## src/hw/regmap_pkg.sv

```systemverilog
// register map of one digitizer channel: 32 words of 32 bits
// registers 7 and 9 to 12 are read-only, their stored words stay zero
`default_nettype none
package regmap_pkg;
	localparam int REG_COUNT    = 32;
	localparam int REG_IDX_BITS = 5; // width of a register index
	localparam int DATA_BITS    = 32;

	// register numbers
	localparam int REG_FILL_INIT    = 0;  // first fill number
	localparam int REG_CHAN_TAG     = 1;  // bits 2:0 come from the jumpers
	localparam int REG_MUON_BURSTS  = 2;
	localparam int REG_LASER_BURSTS = 3;
	localparam int REG_PED_BURSTS   = 4;
	localparam int REG_GEN_ADDR     = 5;  // generic register address and control
	localparam int REG_GEN_WDATA    = 6;
	localparam int REG_GEN_RDATA    = 7;  // read-only
	localparam int REG_DELAY_TAP    = 8;
	localparam int REG_TAPS_LO      = 9;  // read-only, lines 0 to 4
	localparam int REG_TAPS_MID     = 10; // read-only, lines 5 to 9
	localparam int REG_TAPS_HI      = 11; // read-only, lines 10 to 14
	localparam int REG_DELAY_STATUS = 12; // read-only, bit 1 busy, bit 0 tap error
	localparam int REG_DDR3_START   = 13; // 14 to 31 are scratch

	// field widths
	localparam int BURST_BITS     = 21;
	localparam int FILL_BITS      = 24;
	localparam int TAP_BITS       = 5;
	localparam int DDR3_ADDR_BITS = 23;
	localparam int CH_ADDR_BITS   = 3;
	localparam int TAPS_PER_WORD  = 5; // 25 bits of taps per read-back word

	// delay line sequencing, in clk cycles
	localparam int DELAY_RESET_CYCLES  = 4;
	localparam int DELAY_SETTLE_CYCLES = 8;

	typedef logic [DATA_BITS-1:0] reg_word_t;
	typedef reg_word_t [REG_COUNT-1:0] reg_file_t;

	// non-zero defaults
	localparam reg_word_t RST_FILL_INIT   = 32'd1;
	localparam reg_word_t RST_MUON_BURSTS = 32'd70000;
	localparam reg_word_t RST_DELAY_TAP   = 32'd14;
	localparam reg_word_t RST_DDR3_START  = 32'hF000_0000; // top nibble set: normal addressing

	function automatic reg_word_t reg_reset_value(input int idx);
		case (idx)
			REG_FILL_INIT:   return RST_FILL_INIT;
			REG_MUON_BURSTS: return RST_MUON_BURSTS;
			REG_DELAY_TAP:   return RST_DELAY_TAP;
			REG_DDR3_START:  return RST_DDR3_START;
			default:         return '0;
		endcase
	endfunction

	// settings for the acquisition machine and the generic register port
	typedef struct packed {
		logic [15:0]               channel_tag;
		logic [BURST_BITS-1:0]     num_muon_bursts;
		logic [BURST_BITS-1:0]     num_laser_bursts;
		logic [BURST_BITS-1:0]     num_ped_bursts;
		logic [DATA_BITS-1:0]      genreg_addr_ctrl;
		logic [DATA_BITS-1:0]      genreg_wr_data;
		logic [TAP_BITS-1:0]       delay_tap;
		logic [DDR3_ADDR_BITS-1:0] fixed_ddr3_start_addr;
		logic                      en_fixed_ddr3_start_addr;
	} acq_config_t;
endpackage
`default_nettype wire

```

## src/hw/host_pkg.sv

```systemverilog
// host command port types; op codes other than the three below are acked and ignored
`default_nettype none
package host_pkg;
	typedef enum logic [1:0] {
		OP_LOAD_NUM = 2'd0, // data becomes the register number
		OP_WRITE    = 2'd1, // write data to the selected register
		OP_READ     = 2'd2  // read the selected register
	} host_op_t;

	typedef struct packed {
		host_op_t    op;
		logic [31:0] data;
	} host_cmd_t;

	typedef struct packed {
		logic [31:0] data;    // read word, zero for load and write
		logic        illegal; // register number above 31
	} host_rsp_t;
endpackage
`default_nettype wire

```

## src/hw/host_access_ctrl.sv

```systemverilog
// four-phase req/ack host port; cmd must hold while req is high
// a number with any bit above bit 4 set blocks strobes and reads back zero
// load and write ack two cycles after req, read three
`default_nettype none
module host_access_ctrl (
	input  wire                                  clk,
	input  wire                                  reset,
	input  wire                                  req,
	input  wire host_pkg::host_cmd_t             cmd,
	output logic                                 ack,
	output host_pkg::host_rsp_t                  rsp,
	output logic                                 wr_en,
	output logic                                 rd_en,
	output logic [regmap_pkg::REG_IDX_BITS-1:0] reg_idx,
	output regmap_pkg::reg_word_t               wr_data,
	input  wire regmap_pkg::reg_word_t          rd_data
);
	import host_pkg::*;
	import regmap_pkg::*;

	typedef enum logic [1:0] {S_IDLE, S_EXEC, S_RD_WAIT, S_ACK} state_t;

	state_t               state;
	logic [DATA_BITS-1:0] reg_num;  // kept whole so a bad number stays visible
	reg_word_t            rsp_data;
	logic                 illegal;

	assign illegal = |reg_num[DATA_BITS-1:REG_IDX_BITS];
	assign reg_idx = reg_num[REG_IDX_BITS-1:0];
	assign wr_data = cmd.data;

	// strobes last exactly the one exec cycle
	assign wr_en = (state == S_EXEC) && (cmd.op == OP_WRITE) && !illegal;
	assign rd_en = (state == S_EXEC) && (cmd.op == OP_READ) && !illegal;

	assign ack = (state == S_ACK);
	assign rsp = '{data: rsp_data, illegal: illegal}; // illegal tracks the current number

	always_ff @(posedge clk) begin
		if (reset) begin
			state   <= S_IDLE;
			reg_num <= '0;
		end else begin
			case (state)
				S_IDLE: if (req) state <= S_EXEC;
				S_EXEC: begin
					if (cmd.op == OP_LOAD_NUM)
						reg_num <= cmd.data;
					state <= (cmd.op == OP_READ) ? S_RD_WAIT : S_ACK; // reads wait for the mux
				end
				S_RD_WAIT: state <= S_ACK;
				S_ACK: if (!req) state <= S_IDLE; // hold ack until the host lets go
				default: state <= S_IDLE;
			endcase
		end
	end

	// response word, only looked at while ack is high
	always_ff @(posedge clk) begin
		if (state == S_EXEC)
			rsp_data <= '0;
		else if (state == S_RD_WAIT)
			rsp_data <= illegal ? '0 : rd_data; // no strobe went out, so mask stale data
	end
endmodule
`default_nettype wire

```

## src/hw/config_regs.sv

```systemverilog
// writable register words with their reset defaults
// writes to the read-only numbers 7 and 9 to 12 are dropped, those words read zero here
// cfg follows a write at the same edge that updates the word
`default_nettype none
module config_regs (
	input  wire                                 clk,
	input  wire                                 reset,
	input  wire                                 wr_en,
	input  wire [regmap_pkg::REG_IDX_BITS-1:0] reg_idx,
	input  wire regmap_pkg::reg_word_t         wr_data,
	input  wire [regmap_pkg::CH_ADDR_BITS-1:0] ch_addr, // channel address jumpers
	output regmap_pkg::reg_file_t              regs,
	output regmap_pkg::acq_config_t            cfg
);
	import regmap_pkg::*;

	// true for numbers the host may change
	function automatic logic writable(input logic [REG_IDX_BITS-1:0] idx);
		case (idx)
			REG_GEN_RDATA,
			REG_TAPS_LO,
			REG_TAPS_MID,
			REG_TAPS_HI,
			REG_DELAY_STATUS: return 1'b0;
			default:          return 1'b1;
		endcase
	endfunction

	always_ff @(posedge clk) begin
		if (reset) begin
			for (int i = 0; i < REG_COUNT; i++)
				regs[i] <= reg_reset_value(i);
		end else if (wr_en && writable(reg_idx)) begin
			regs[reg_idx] <= wr_data;
		end
	end

	always_comb begin
		// low tag bits always come from the jumpers, never from the register
		cfg.channel_tag      = {regs[REG_CHAN_TAG][15:CH_ADDR_BITS], ch_addr};
		cfg.num_muon_bursts  = regs[REG_MUON_BURSTS][BURST_BITS-1:0];
		cfg.num_laser_bursts = regs[REG_LASER_BURSTS][BURST_BITS-1:0];
		cfg.num_ped_bursts   = regs[REG_PED_BURSTS][BURST_BITS-1:0];
		cfg.genreg_addr_ctrl = regs[REG_GEN_ADDR];
		cfg.genreg_wr_data   = regs[REG_GEN_WDATA];
		cfg.delay_tap        = regs[REG_DELAY_TAP][TAP_BITS-1:0]; // one tap for all lines

		cfg.fixed_ddr3_start_addr = regs[REG_DDR3_START][DDR3_ADDR_BITS-1:0];
		// top nibble all ones selects the normal start addresses
		cfg.en_fixed_ddr3_start_addr = (regs[REG_DDR3_START][31:28] != 4'hF);
	end
endmodule
`default_nettype wire

```

## src/hw/readback_mux.sv

```systemverilog
// read-back word, registered one cycle after rd_en
// tap words carry five lines each; lines beyond NUM_DELAY_LINES read zero
// NUM_DELAY_LINES must be 1 to 15
`default_nettype none
module readback_mux #(
	parameter int NUM_DELAY_LINES = 13
) (
	input  wire                                             clk,
	input  wire                                             reset,
	input  wire                                             rd_en,
	input  wire [regmap_pkg::REG_IDX_BITS-1:0]             reg_idx,
	input  wire regmap_pkg::reg_file_t                     regs,
	input  wire [regmap_pkg::FILL_BITS-1:0]                fill_num,
	input  wire [regmap_pkg::CH_ADDR_BITS-1:0]             ch_addr,
	input  wire regmap_pkg::reg_word_t                     genreg_rd_data,
	input  wire [NUM_DELAY_LINES*regmap_pkg::TAP_BITS-1:0] cur_taps,
	input  wire                                             tap_error,
	input  wire                                             busy,
	output regmap_pkg::reg_word_t                          rd_data
);
	import regmap_pkg::*;

	localparam int SLICE_BITS = TAPS_PER_WORD * TAP_BITS; // 25
	localparam int TAP_WORDS  = 3;

	logic [TAP_WORDS*SLICE_BITS-1:0] taps_ext; // cur_taps padded to three words

	always_comb begin
		taps_ext = '0;
		taps_ext[NUM_DELAY_LINES*TAP_BITS-1:0] = cur_taps;
	end

	always_ff @(posedge clk) begin
		if (reset) begin
			rd_data <= '0;
		end else if (rd_en) begin
			case (reg_idx)
				REG_FILL_INIT: rd_data <= reg_word_t'(fill_num); // live count, not the init value
				REG_CHAN_TAG:  rd_data <= {16'h0000, regs[REG_CHAN_TAG][15:CH_ADDR_BITS], ch_addr};
				REG_MUON_BURSTS,
				REG_LASER_BURSTS,
				REG_PED_BURSTS: rd_data <= reg_word_t'(regs[reg_idx][BURST_BITS-1:0]);
				REG_GEN_RDATA: rd_data <= genreg_rd_data;
				REG_TAPS_LO:   rd_data <= reg_word_t'(taps_ext[0 +: SLICE_BITS]);
				REG_TAPS_MID:  rd_data <= reg_word_t'(taps_ext[SLICE_BITS +: SLICE_BITS]);
				REG_TAPS_HI:   rd_data <= reg_word_t'(taps_ext[2*SLICE_BITS +: SLICE_BITS]);
				REG_DELAY_STATUS: rd_data <= reg_word_t'({busy, tap_error});
				default:       rd_data <= regs[reg_idx]; // plain stored word
			endcase
		end
	end
endmodule
`default_nettype wire

```

## src/hw/delay_tap_sequencer.sv

```systemverilog
// applies a new data-bus delay tap: reset pulse, settle wait, then a check of every line
// a tap change while busy restarts the sequence; the reset default tap counts as a change
`default_nettype none
module delay_tap_sequencer #(
	parameter int NUM_DELAY_LINES = 13
) (
	input  wire                                             clk,
	input  wire                                             reset,
	input  wire [regmap_pkg::TAP_BITS-1:0]                 tap,
	input  wire [NUM_DELAY_LINES*regmap_pkg::TAP_BITS-1:0] cur_taps, // taps the lines report
	output logic                                            delay_data_reset,
	output logic                                            tap_error,
	output logic                                            busy
);
	import regmap_pkg::*;

	localparam int CNT_MAX  = (DELAY_SETTLE_CYCLES > DELAY_RESET_CYCLES) ?
		DELAY_SETTLE_CYCLES : DELAY_RESET_CYCLES;
	localparam int CNT_BITS = $clog2(CNT_MAX);

	typedef enum logic [1:0] {S_IDLE, S_RESET, S_SETTLE} state_t;

	state_t              state;
	logic [CNT_BITS-1:0] cnt;
	logic [TAP_BITS-1:0] applied_tap;
	logic                applied_valid; // clear until the first tap has gone out
	logic                tap_changed;
	logic                mismatch;

	assign tap_changed      = !applied_valid || (tap != applied_tap);
	assign delay_data_reset = (state == S_RESET);
	assign busy             = (state != S_IDLE);

	always_comb begin
		mismatch = 1'b0;
		for (int i = 0; i < NUM_DELAY_LINES; i++)
			mismatch |= (cur_taps[i*TAP_BITS +: TAP_BITS] != applied_tap);
	end

	always_ff @(posedge clk) begin
		if (reset) begin
			state         <= S_IDLE;
			cnt           <= '0;
			applied_tap   <= '0;
			applied_valid <= 1'b0;
			tap_error     <= 1'b0;
		end else if (tap_changed) begin // start over from any state
			state         <= S_RESET;
			cnt           <= '0;
			applied_tap   <= tap;
			applied_valid <= 1'b1;
		end else begin
			cnt <= cnt + 1'b1;
			case (state)
				S_RESET: if (cnt == CNT_BITS'(DELAY_RESET_CYCLES - 1)) begin
					state <= S_SETTLE;
					cnt   <= '0;
				end
				S_SETTLE: if (cnt == CNT_BITS'(DELAY_SETTLE_CYCLES - 1)) begin
					state     <= S_IDLE;
					tap_error <= mismatch; // result stands until the next check
				end
				default: cnt <= '0; // idle
			endcase
		end
	end
endmodule
`default_nettype wire

```

## src/hw/fill_counter.sv

```systemverilog
// fill number counter, wraps at 24 bits
// a load takes init_value one cycle after the request so a new register 0 is seen
// a pending load wins over fill_done
`default_nettype none
module fill_counter (
	input  wire                               clk,
	input  wire                               reset,
	input  wire                               load,       // reset, cnt_reset or register 0 write
	input  wire [regmap_pkg::FILL_BITS-1:0]  init_value, // register 0
	input  wire                               fill_done,  // one pulse per finished fill
	output logic [regmap_pkg::FILL_BITS-1:0] fill_num
);
	import regmap_pkg::*;

	logic load_q; // register 0 has settled by now

	always_ff @(posedge clk) begin
		if (reset) begin
			load_q   <= 1'b0;
			fill_num <= init_value; // register 0 holds its default during reset
		end else begin
			load_q <= load;
			if (load_q)
				fill_num <= init_value;
			else if (fill_done)
				fill_num <= fill_num + 1'b1;
		end
	end
endmodule
`default_nettype wire

```

## src/hw/digitizer_regs_top.sv

```systemverilog
// slow-control register block of one digitizer channel, all on clk
// NUM_DELAY_LINES is 1 to 15; cur_taps packs 5 bits per line, line 0 lowest
`default_nettype none
module digitizer_regs_top #(
	parameter int NUM_DELAY_LINES = 13
) (
	input  wire                                             clk,
	input  wire                                             reset,
	input  wire                                             req,
	input  wire host_pkg::host_cmd_t                       cmd,
	output logic                                            ack,
	output host_pkg::host_rsp_t                            rsp,
	input  wire                                             fill_done,
	input  wire                                             cnt_reset,
	input  wire [regmap_pkg::CH_ADDR_BITS-1:0]             ch_addr,
	input  wire regmap_pkg::reg_word_t                     genreg_rd_data,
	input  wire [NUM_DELAY_LINES*regmap_pkg::TAP_BITS-1:0] cur_taps,
	output regmap_pkg::acq_config_t                        cfg,
	output logic [regmap_pkg::FILL_BITS-1:0]               fill_num,
	output logic                                            delay_data_reset
);
	import regmap_pkg::*;

	logic                    wr_en;
	logic                    rd_en;
	logic [REG_IDX_BITS-1:0] reg_idx;
	reg_word_t               wr_data;
	reg_word_t               rd_data;
	reg_file_t               regs;
	logic                    tap_error;
	logic                    busy;
	logic                    fill_load;

	// the fill count restarts from register 0 on any of these
	assign fill_load = reset || cnt_reset || (wr_en && (reg_idx == REG_FILL_INIT));

	host_access_ctrl u_host (
		.clk(clk), .reset(reset), .req(req), .cmd(cmd), .ack(ack), .rsp(rsp),
		.wr_en(wr_en), .rd_en(rd_en), .reg_idx(reg_idx), .wr_data(wr_data),
		.rd_data(rd_data)
	);

	config_regs u_regs (
		.clk(clk), .reset(reset), .wr_en(wr_en), .reg_idx(reg_idx),
		.wr_data(wr_data), .ch_addr(ch_addr), .regs(regs), .cfg(cfg)
	);

	readback_mux #(.NUM_DELAY_LINES(NUM_DELAY_LINES)) u_rdbk (
		.clk(clk), .reset(reset), .rd_en(rd_en), .reg_idx(reg_idx), .regs(regs),
		.fill_num(fill_num), .ch_addr(ch_addr), .genreg_rd_data(genreg_rd_data),
		.cur_taps(cur_taps), .tap_error(tap_error), .busy(busy), .rd_data(rd_data)
	);

	delay_tap_sequencer #(.NUM_DELAY_LINES(NUM_DELAY_LINES)) u_delay (
		.clk(clk), .reset(reset), .tap(cfg.delay_tap), .cur_taps(cur_taps),
		.delay_data_reset(delay_data_reset), .tap_error(tap_error), .busy(busy)
	);

	fill_counter u_fill (
		.clk(clk), .reset(reset), .load(fill_load),
		.init_value(regs[REG_FILL_INIT][FILL_BITS-1:0]), // low 24 bits of register 0
		.fill_done(fill_done), .fill_num(fill_num)
	);
endmodule
`default_nettype wire

```

## config.mk

```make
export PLATFORM = sky130hd
export DESIGN_NAME = digitizer_regs_top
export DESIGN_NICKNAME = d
export VERILOG_FILES = /design/src/hw/regmap_pkg.sv /design/src/hw/host_pkg.sv /design/src/hw/host_access_ctrl.sv /design/src/hw/config_regs.sv /design/src/hw/readback_mux.sv /design/src/hw/delay_tap_sequencer.sv /design/src/hw/fill_counter.sv /design/src/hw/digitizer_regs_top.sv
export SDC_FILE = /design/constraint.sdc
export NUM_CORES = 2
export LEC_CHECK = 0
export BUFFER_PORTS_ARGS = -buffer_cell sky130_fd_sc_hd__buf_4
export CAP_MARGIN = 20
export CORE_UTILIZATION = 45
export CTS_BUF_LIST = sky130_fd_sc_hd__clkbuf_16
export DETAILED_ROUTE_END_ITERATION = 8
export PLACE_DENSITY = 0.69
export SETUP_SLACK_MARGIN = 0.05
export SLEW_MARGIN = 20
export SYNTH_ARGS = -nofsm -noshare
export SYNTH_HDL_FRONTEND = slang
export SYNTH_SLANG_ARGS = --single-unit
export TNS_END_PERCENT = 1
```

## constraint.sdc

```tcl
create_clock -name clk -period 4.32 [get_ports clk]
set_input_delay 0.648 -clock clk [delete_from_list [all_inputs] [get_ports clk]]
set_output_delay 0.648 -clock clk [all_outputs]
set_load 0.01 [all_outputs]
```

# After elaboration in Yosys (flattened, before gate mapping)
# Cells that the tools add are included.
[op_classes]
add_sub_neg = 2
n_bitwise = 13
reduce_logical = 28
n_eq_ne = 39
muxes = 22
order_cmp = 2
[ops]
columns = ["cell", "n"]
rows = [
  ["$bwmux 1024", 1],
  ["$pmux 32 s8", 1],
  ["$bmux 32 s5", 1],
  ["$demux 32 s5", 1],
  ["$mux 32", 3],
  ["$mux 24", 3],
  ["$ne 5x5->1", 14],
  ["$reduce_or 27->1", 1],
  ["$add 24x1->24 const B", 1],
  ["$eq 5x4->1 const B", 4],
  ["$or 1x1->1", 12],
  ["$eq 5x2->1 const B", 2],
  ["$eq 5x3->1 const B", 2],
  ["$reduce_and 3->1", 3],
  ["$eq 2x2->1 const B", 4],
  ["$mux 2", 4],
  ["$pmux 2 s4", 1],
  ["$logic_and 1x1->1", 7],
  ["$eq 2x1->1 const B", 3],
  ["$lt 5x6->1 const B", 1],
  ["$ne 3x1->1 const B", 2],
  ["$pmux 3 s2", 1],
  ["$reduce_bool 3->1", 2],
  ["$eq 5x1->1 const B", 1],
  ["20 further kinds", 31],
]
[totals]
regBits = 1159
wordCells = 150
in_bits = 139

# Depth between registers and ports, before layout
[logic_depth]
word_depth = 13
depth_mapped = 10
depth_no_buf = 7

# By module
# A second synthesis with hierarchy kept.
[unflattened]
cells_unflattened = 5091
area_unflattened_um2 = 55156.6
[modules_own_cells]
columns = ["module", "cells_per_inst", "seq_area_each_um2", "area_each_um2", "instances"]
rows = [
  ["config_regs", 3469, 20499.7, 38775.9, 1],
  ["readback_mux", 966, 640.6, 10497.6, 1],
  ["host_access_ctrl", 359, 1321.3, 3246.9, 1],
  ["fill_counter", 170, 740.7, 1602.8, 1],
  ["delay_tap_sequencer", 124, 240.2, 1006.0, 1],
  ["digitizer_regs_top", 3, 0.0, 27.5, 1],
]

# Least setup slack after synthesis
# OpenSTA, ideal clock, no wires.
[synth_timing]
path_kind = "reg-to-reg"
start = "register u_host.reg_num[0]"
end = "register u_rdbk.rd_data[26]"
stages_incl_launch_ff = 9
path_buffers = 3
slack_ns = 1.972
synth_period_minus_slack_ns = 2.348
arrival_time_ns = 2.215
setup_time_ns = 0.132
required_ns = 4.188
path_cell_list = "dfxtp_1 buf_2 clkbuf_1 buf_1 mux4_2 a22oi_1 nand4_1 nand3_1 a21oi_1"
[synth_between]
elab_chain_len = 3
word_cells_on_any_way = 14
[synth_lines]
columns = ["element", "line_no", "text"]
rows = [
  ["start, declared", "host_access_ctrl.sv:24", "logic [DATA_BITS-1:0] reg_num;"],
  ["start signal, assigned", "host_access_ctrl.sv:48", "reg_num <= cmd.data;"],
  ["$bmux 32 s5 (tied with other cells)", "readback_mux.sv:48", "default: rd_data <= regs[reg_idx];"],
  ["$mux 32 / $reduce_or 3->1 (equally long branches)", "--", ""],
  ["$pmux 32 s8 (*)", "readback_mux.sv:37", "case (reg_idx)"],
  ["end signal, assigned", "readback_mux.sv:38", "REG_FILL_INIT: rd_data <= reg_word_t'(fill_num);"],
  ["end signal, assigned", "readback_mux.sv:39", "REG_CHAN_TAG: rd_data <= {16'h0000, regs[REG_CHAN_TAG][15:CH_ADDR_BITS], ch_addr};"],
  ["end signal, assigned", "readback_mux.sv:48", ""],
  ["end, declared", "readback_mux.sv:19", "output regmap_pkg::reg_word_t rd_data"],
]
# Mark *: on every way between the ends. The rest lies on a longest branch, timed or not. The select of a mux whose other input is x is not followed.
# A chain may end at the register's enable or synchronous reset.

# Final worst setup path
[layout_timing]
start = "register u_host.reg_num[7]"
end = "register u_regs.regs, in the netlist u_regs.cfg[81]"
[layout_between]
elab_chain_len = 4
[layout_lines]
columns = ["element", "line_no", "text"]
rows = [
  ["$reduce_or 27->1", "host_access_ctrl.sv:28", "assign illegal = |reg_num[DATA_BITS-1:REG_IDX_BITS];"],
  ["$logic_not 1->1", "host_access_ctrl.sv:33", "assign wr_en = (state == S_EXEC) && (cmd.op == OP_WRITE) && !illegal;"],
  ["$logic_and 1x1->1", "host_access_ctrl.sv:33", ""],
  ["$logic_and 1x1->1", "config_regs.sv:33", "end else if (wr_en && writable(reg_idx)) begin"],
  ["end signal, assigned by index", "config_regs.sv:32", "regs[i] <= reg_reset_value(i);"],
  ["end signal, assigned by index", "config_regs.sv:34", "regs[reg_idx] <= wr_data;"],
  ["end, declared", "config_regs.sv:12", "output regmap_pkg::reg_file_t regs,"],
]
# No other way between the ends.

==> qor.csv <==
metric,value,unit
CTS root buf,clkbuf_16,
Worst Skew,29.4,ps
first-pass GRT wire length,260,mm
gr ovfl total,0,
max-cap violations,0,
WL per Instance,25.0,µm
Max Slew Vio Count,0,
Num CTS Buffers,111,
Critical Path AT,4160,ps
RSZ-0062 raised after global routing,false,
post-route ant nets,0,
DP Wirelength,113,mm
Yosys reg bits,1155,
number of synthesized flops with an enable pin,24,
asr flop ratio synth,0,%
critical path class,flop to flop,
post-synth cell types,60,
Post-Layout Inst Area,56400,µm²
most frequent cells in the layout,"nand2_1 (1616), dfxtp_1 (1129), a21oi_1 (802)",
nets,5763,
Max VDD drop,0.333,mV
number of remaining DRC errors,0,
CP endpoint kind,flop,
post-CTS setup buffer count,0,
final worst slack,684,ps
layout cells sized above 1,16.6,%
PortBufs,369,
worst skew pair latency,700,ps
Tightest Pin Transition,1110,ps
Detailed Route WL,180,mm
Worst slew margin,25.5,%
top_reg_cell synth,dfxtp_1,
first drt pass iteration count,7,
Area contributors post-synth,"dfxtp_1 (45%), nand2_1 (12%), mux4_2 (11%), a21oi_1 (7.9%), mux2i_1 (3.4%)",
Syn Nets,5860,
leakage,19.8,nW
Resize count post-CTS,0,
dpl ws,828,ps
pin count of the biggest net entering global routing,214,
setup_tns,0,ps
vias in the first global route,39800,
Final setup viols,0,
CP startpoint kind,flop,
# clock sinks,1155,
"commonest non-fill, non-tap cell in the layout",nand2_1,
sequential cell area fraction in the yosys report,46.1,%
Mapped Area,50700,µm²
Clock Pin Slew Worst Setup and Hold Paths,70,ps
initial antenna violation count,9,
crit path max-delay cell type,nor4_4,
Die W,338,µm
H-tree level count,3,
Area Overhead vs Synth,11.3,%
CP max FO,18,
power per cell area,413,nW/µm²
first-iteration detailed-routing DRC count,5551,
CTS Buffer Depth,3,
syn avg cell area,8.88,µm²
Routability Congestion,0.903,
status,completed,
fmax,275,MHz
final hold slack,179,ps
CTS tree,done,
Tmin final,3640,ps
Ys Warns,0,
# IOs,370,
Placement Cell Area,52900,µm²
Initial Util,45.6,%
Total GRT Usage,30.6,%
core box area,111000,µm²
top cell type's share of synthesized area,44.7,%
period utilization,84.2,%
CTS hold repair buffers,0,
via count,43100,
cell mode on critical path,buf_4,
Fin. Hold Viols,0,
"delay-heaviest family, CP",simple AND/OR/NAND/NOR gates,
Worst path max stage delay,800,ps
crit-path cells,"nor4_1, nand4_1, buf_4, nor4_4, nand3_2, buf_4, nand2_1, a21oi_1",
CP Buf/Inv Count,2,
Total Power,0.0233,W
leading area contributor after synthesis,dfxtp_1,
die span in y,338,µm
worst min path class,input port to flop,
Vias/cell,5.99,
cell count after synthesis,5708,
Core Rows,122,
total die area,114000,µm²
critical path required time,4840,ps
==> flip-flops by register name, summed over array words and instances (netlist names) <==
signal and cells:
u_delay.applied_valid 1, u_host.rsp_data 32, u_delay.cnt 3, u_host.reg_num 32, u_delay.state 2, u_rdbk.rd_data 32, u_fill.load_q 1, u_delay.tap_error 1
u_host.state 2, u_regs.regs 852, u_delay.applied_tap 5, u_fill.fill_num 24, u_regs.cfg 168
==> worst register-to-register path: stages (launching register included) <==
cell     delay [ps]
dfxtp_1         310
nor4_1          530
nand4_1         150
buf_4           190
nor4_4          800
nand3_2         800
buf_4           500
nand2_1         120
a21oi_1          60
==> logic make-up after synthesis <==
kind of cell             after synthesis  synth area share, %
AO/OA/AOI/OAI                       1103                 12.1
XOR/XNOR                              28                0.484
adder cells (fa/ha/maj)               13                0.321
buffers and inverters                712                 7.25
flip-flops                          1155                 46.1
multiplexers                         422                 14.2
AND/OR/NAND/NOR                     2275                 19.6
==> layout make-up <==
type | instances | area [µm²]
flip-flops and latches | 1155 | 23400
clock inverters | 87 | 647
well taps | 1488 | 1860
multi-input cells | 3841 | 23800
inverters | 15 | 56.3
clock buffers | 115 | 2880
fillers | 10100 | 54700
repair buffers | 487 | 3860
diodes | 3 | 7.51
==> final timing paths <==
path / from / to / slack [ps] / cells after the start
max: u_host.reg_num[7] / u_regs.cfg[81] / 680 / 8
min: cnt_reset / u_fill.load_q / 180 / 3
max reg2reg: u_host.reg_num[7] / u_regs.cfg[81] / 680 / 8
min reg2reg: u_delay.cnt[0] / u_delay.cnt[0] / 430 / 1
==> power by group <==
| part | total, W | switching (W) | internal [W] |
|---|---|---|---|
| clock network | 0.00959 | 0.00426 | 0.00533 |
| logic | 0.00270 | 0.00192 | 0.000784 |
| registers | 0.0110 | 0.000176 | 0.0108 |
| total | 0.0233 | 0.00635 | 0.0169 |
==> routing by layer <==
metal | track usage, % | wire length (µm)
met1 | 39.3 | 68100
met3 | 8.16 | 21900
met4 | 18.0 | 10900
met5 | 0 | 46
met2 | 46.0 | 78800
==> per-stage QoR <==
stage          std cells  util [%]
6_report            7191      50.8
2_1_floorplan       5708         -
4_1_cts             7188      50.8
3_5_place_dp        6986      47.6
3_3_place_gp        6986      47.6
5_1_grt             7191      50.8
==> cell usage after synthesis, types with 66 or more instances <==
cell type     n
clkbuf_1    345
nand2_1    1616
nor2b_1     169
mux4_2      237
dfxtp_1    1131
nor2_1      169
a22oi_1     159
buf_4       193
mux2i_1     172
o21ai_0      66
nand3_1     115
a21oi_1     802
buf_2        68
No activity file was read; power rests on OpenSTA's default activity.
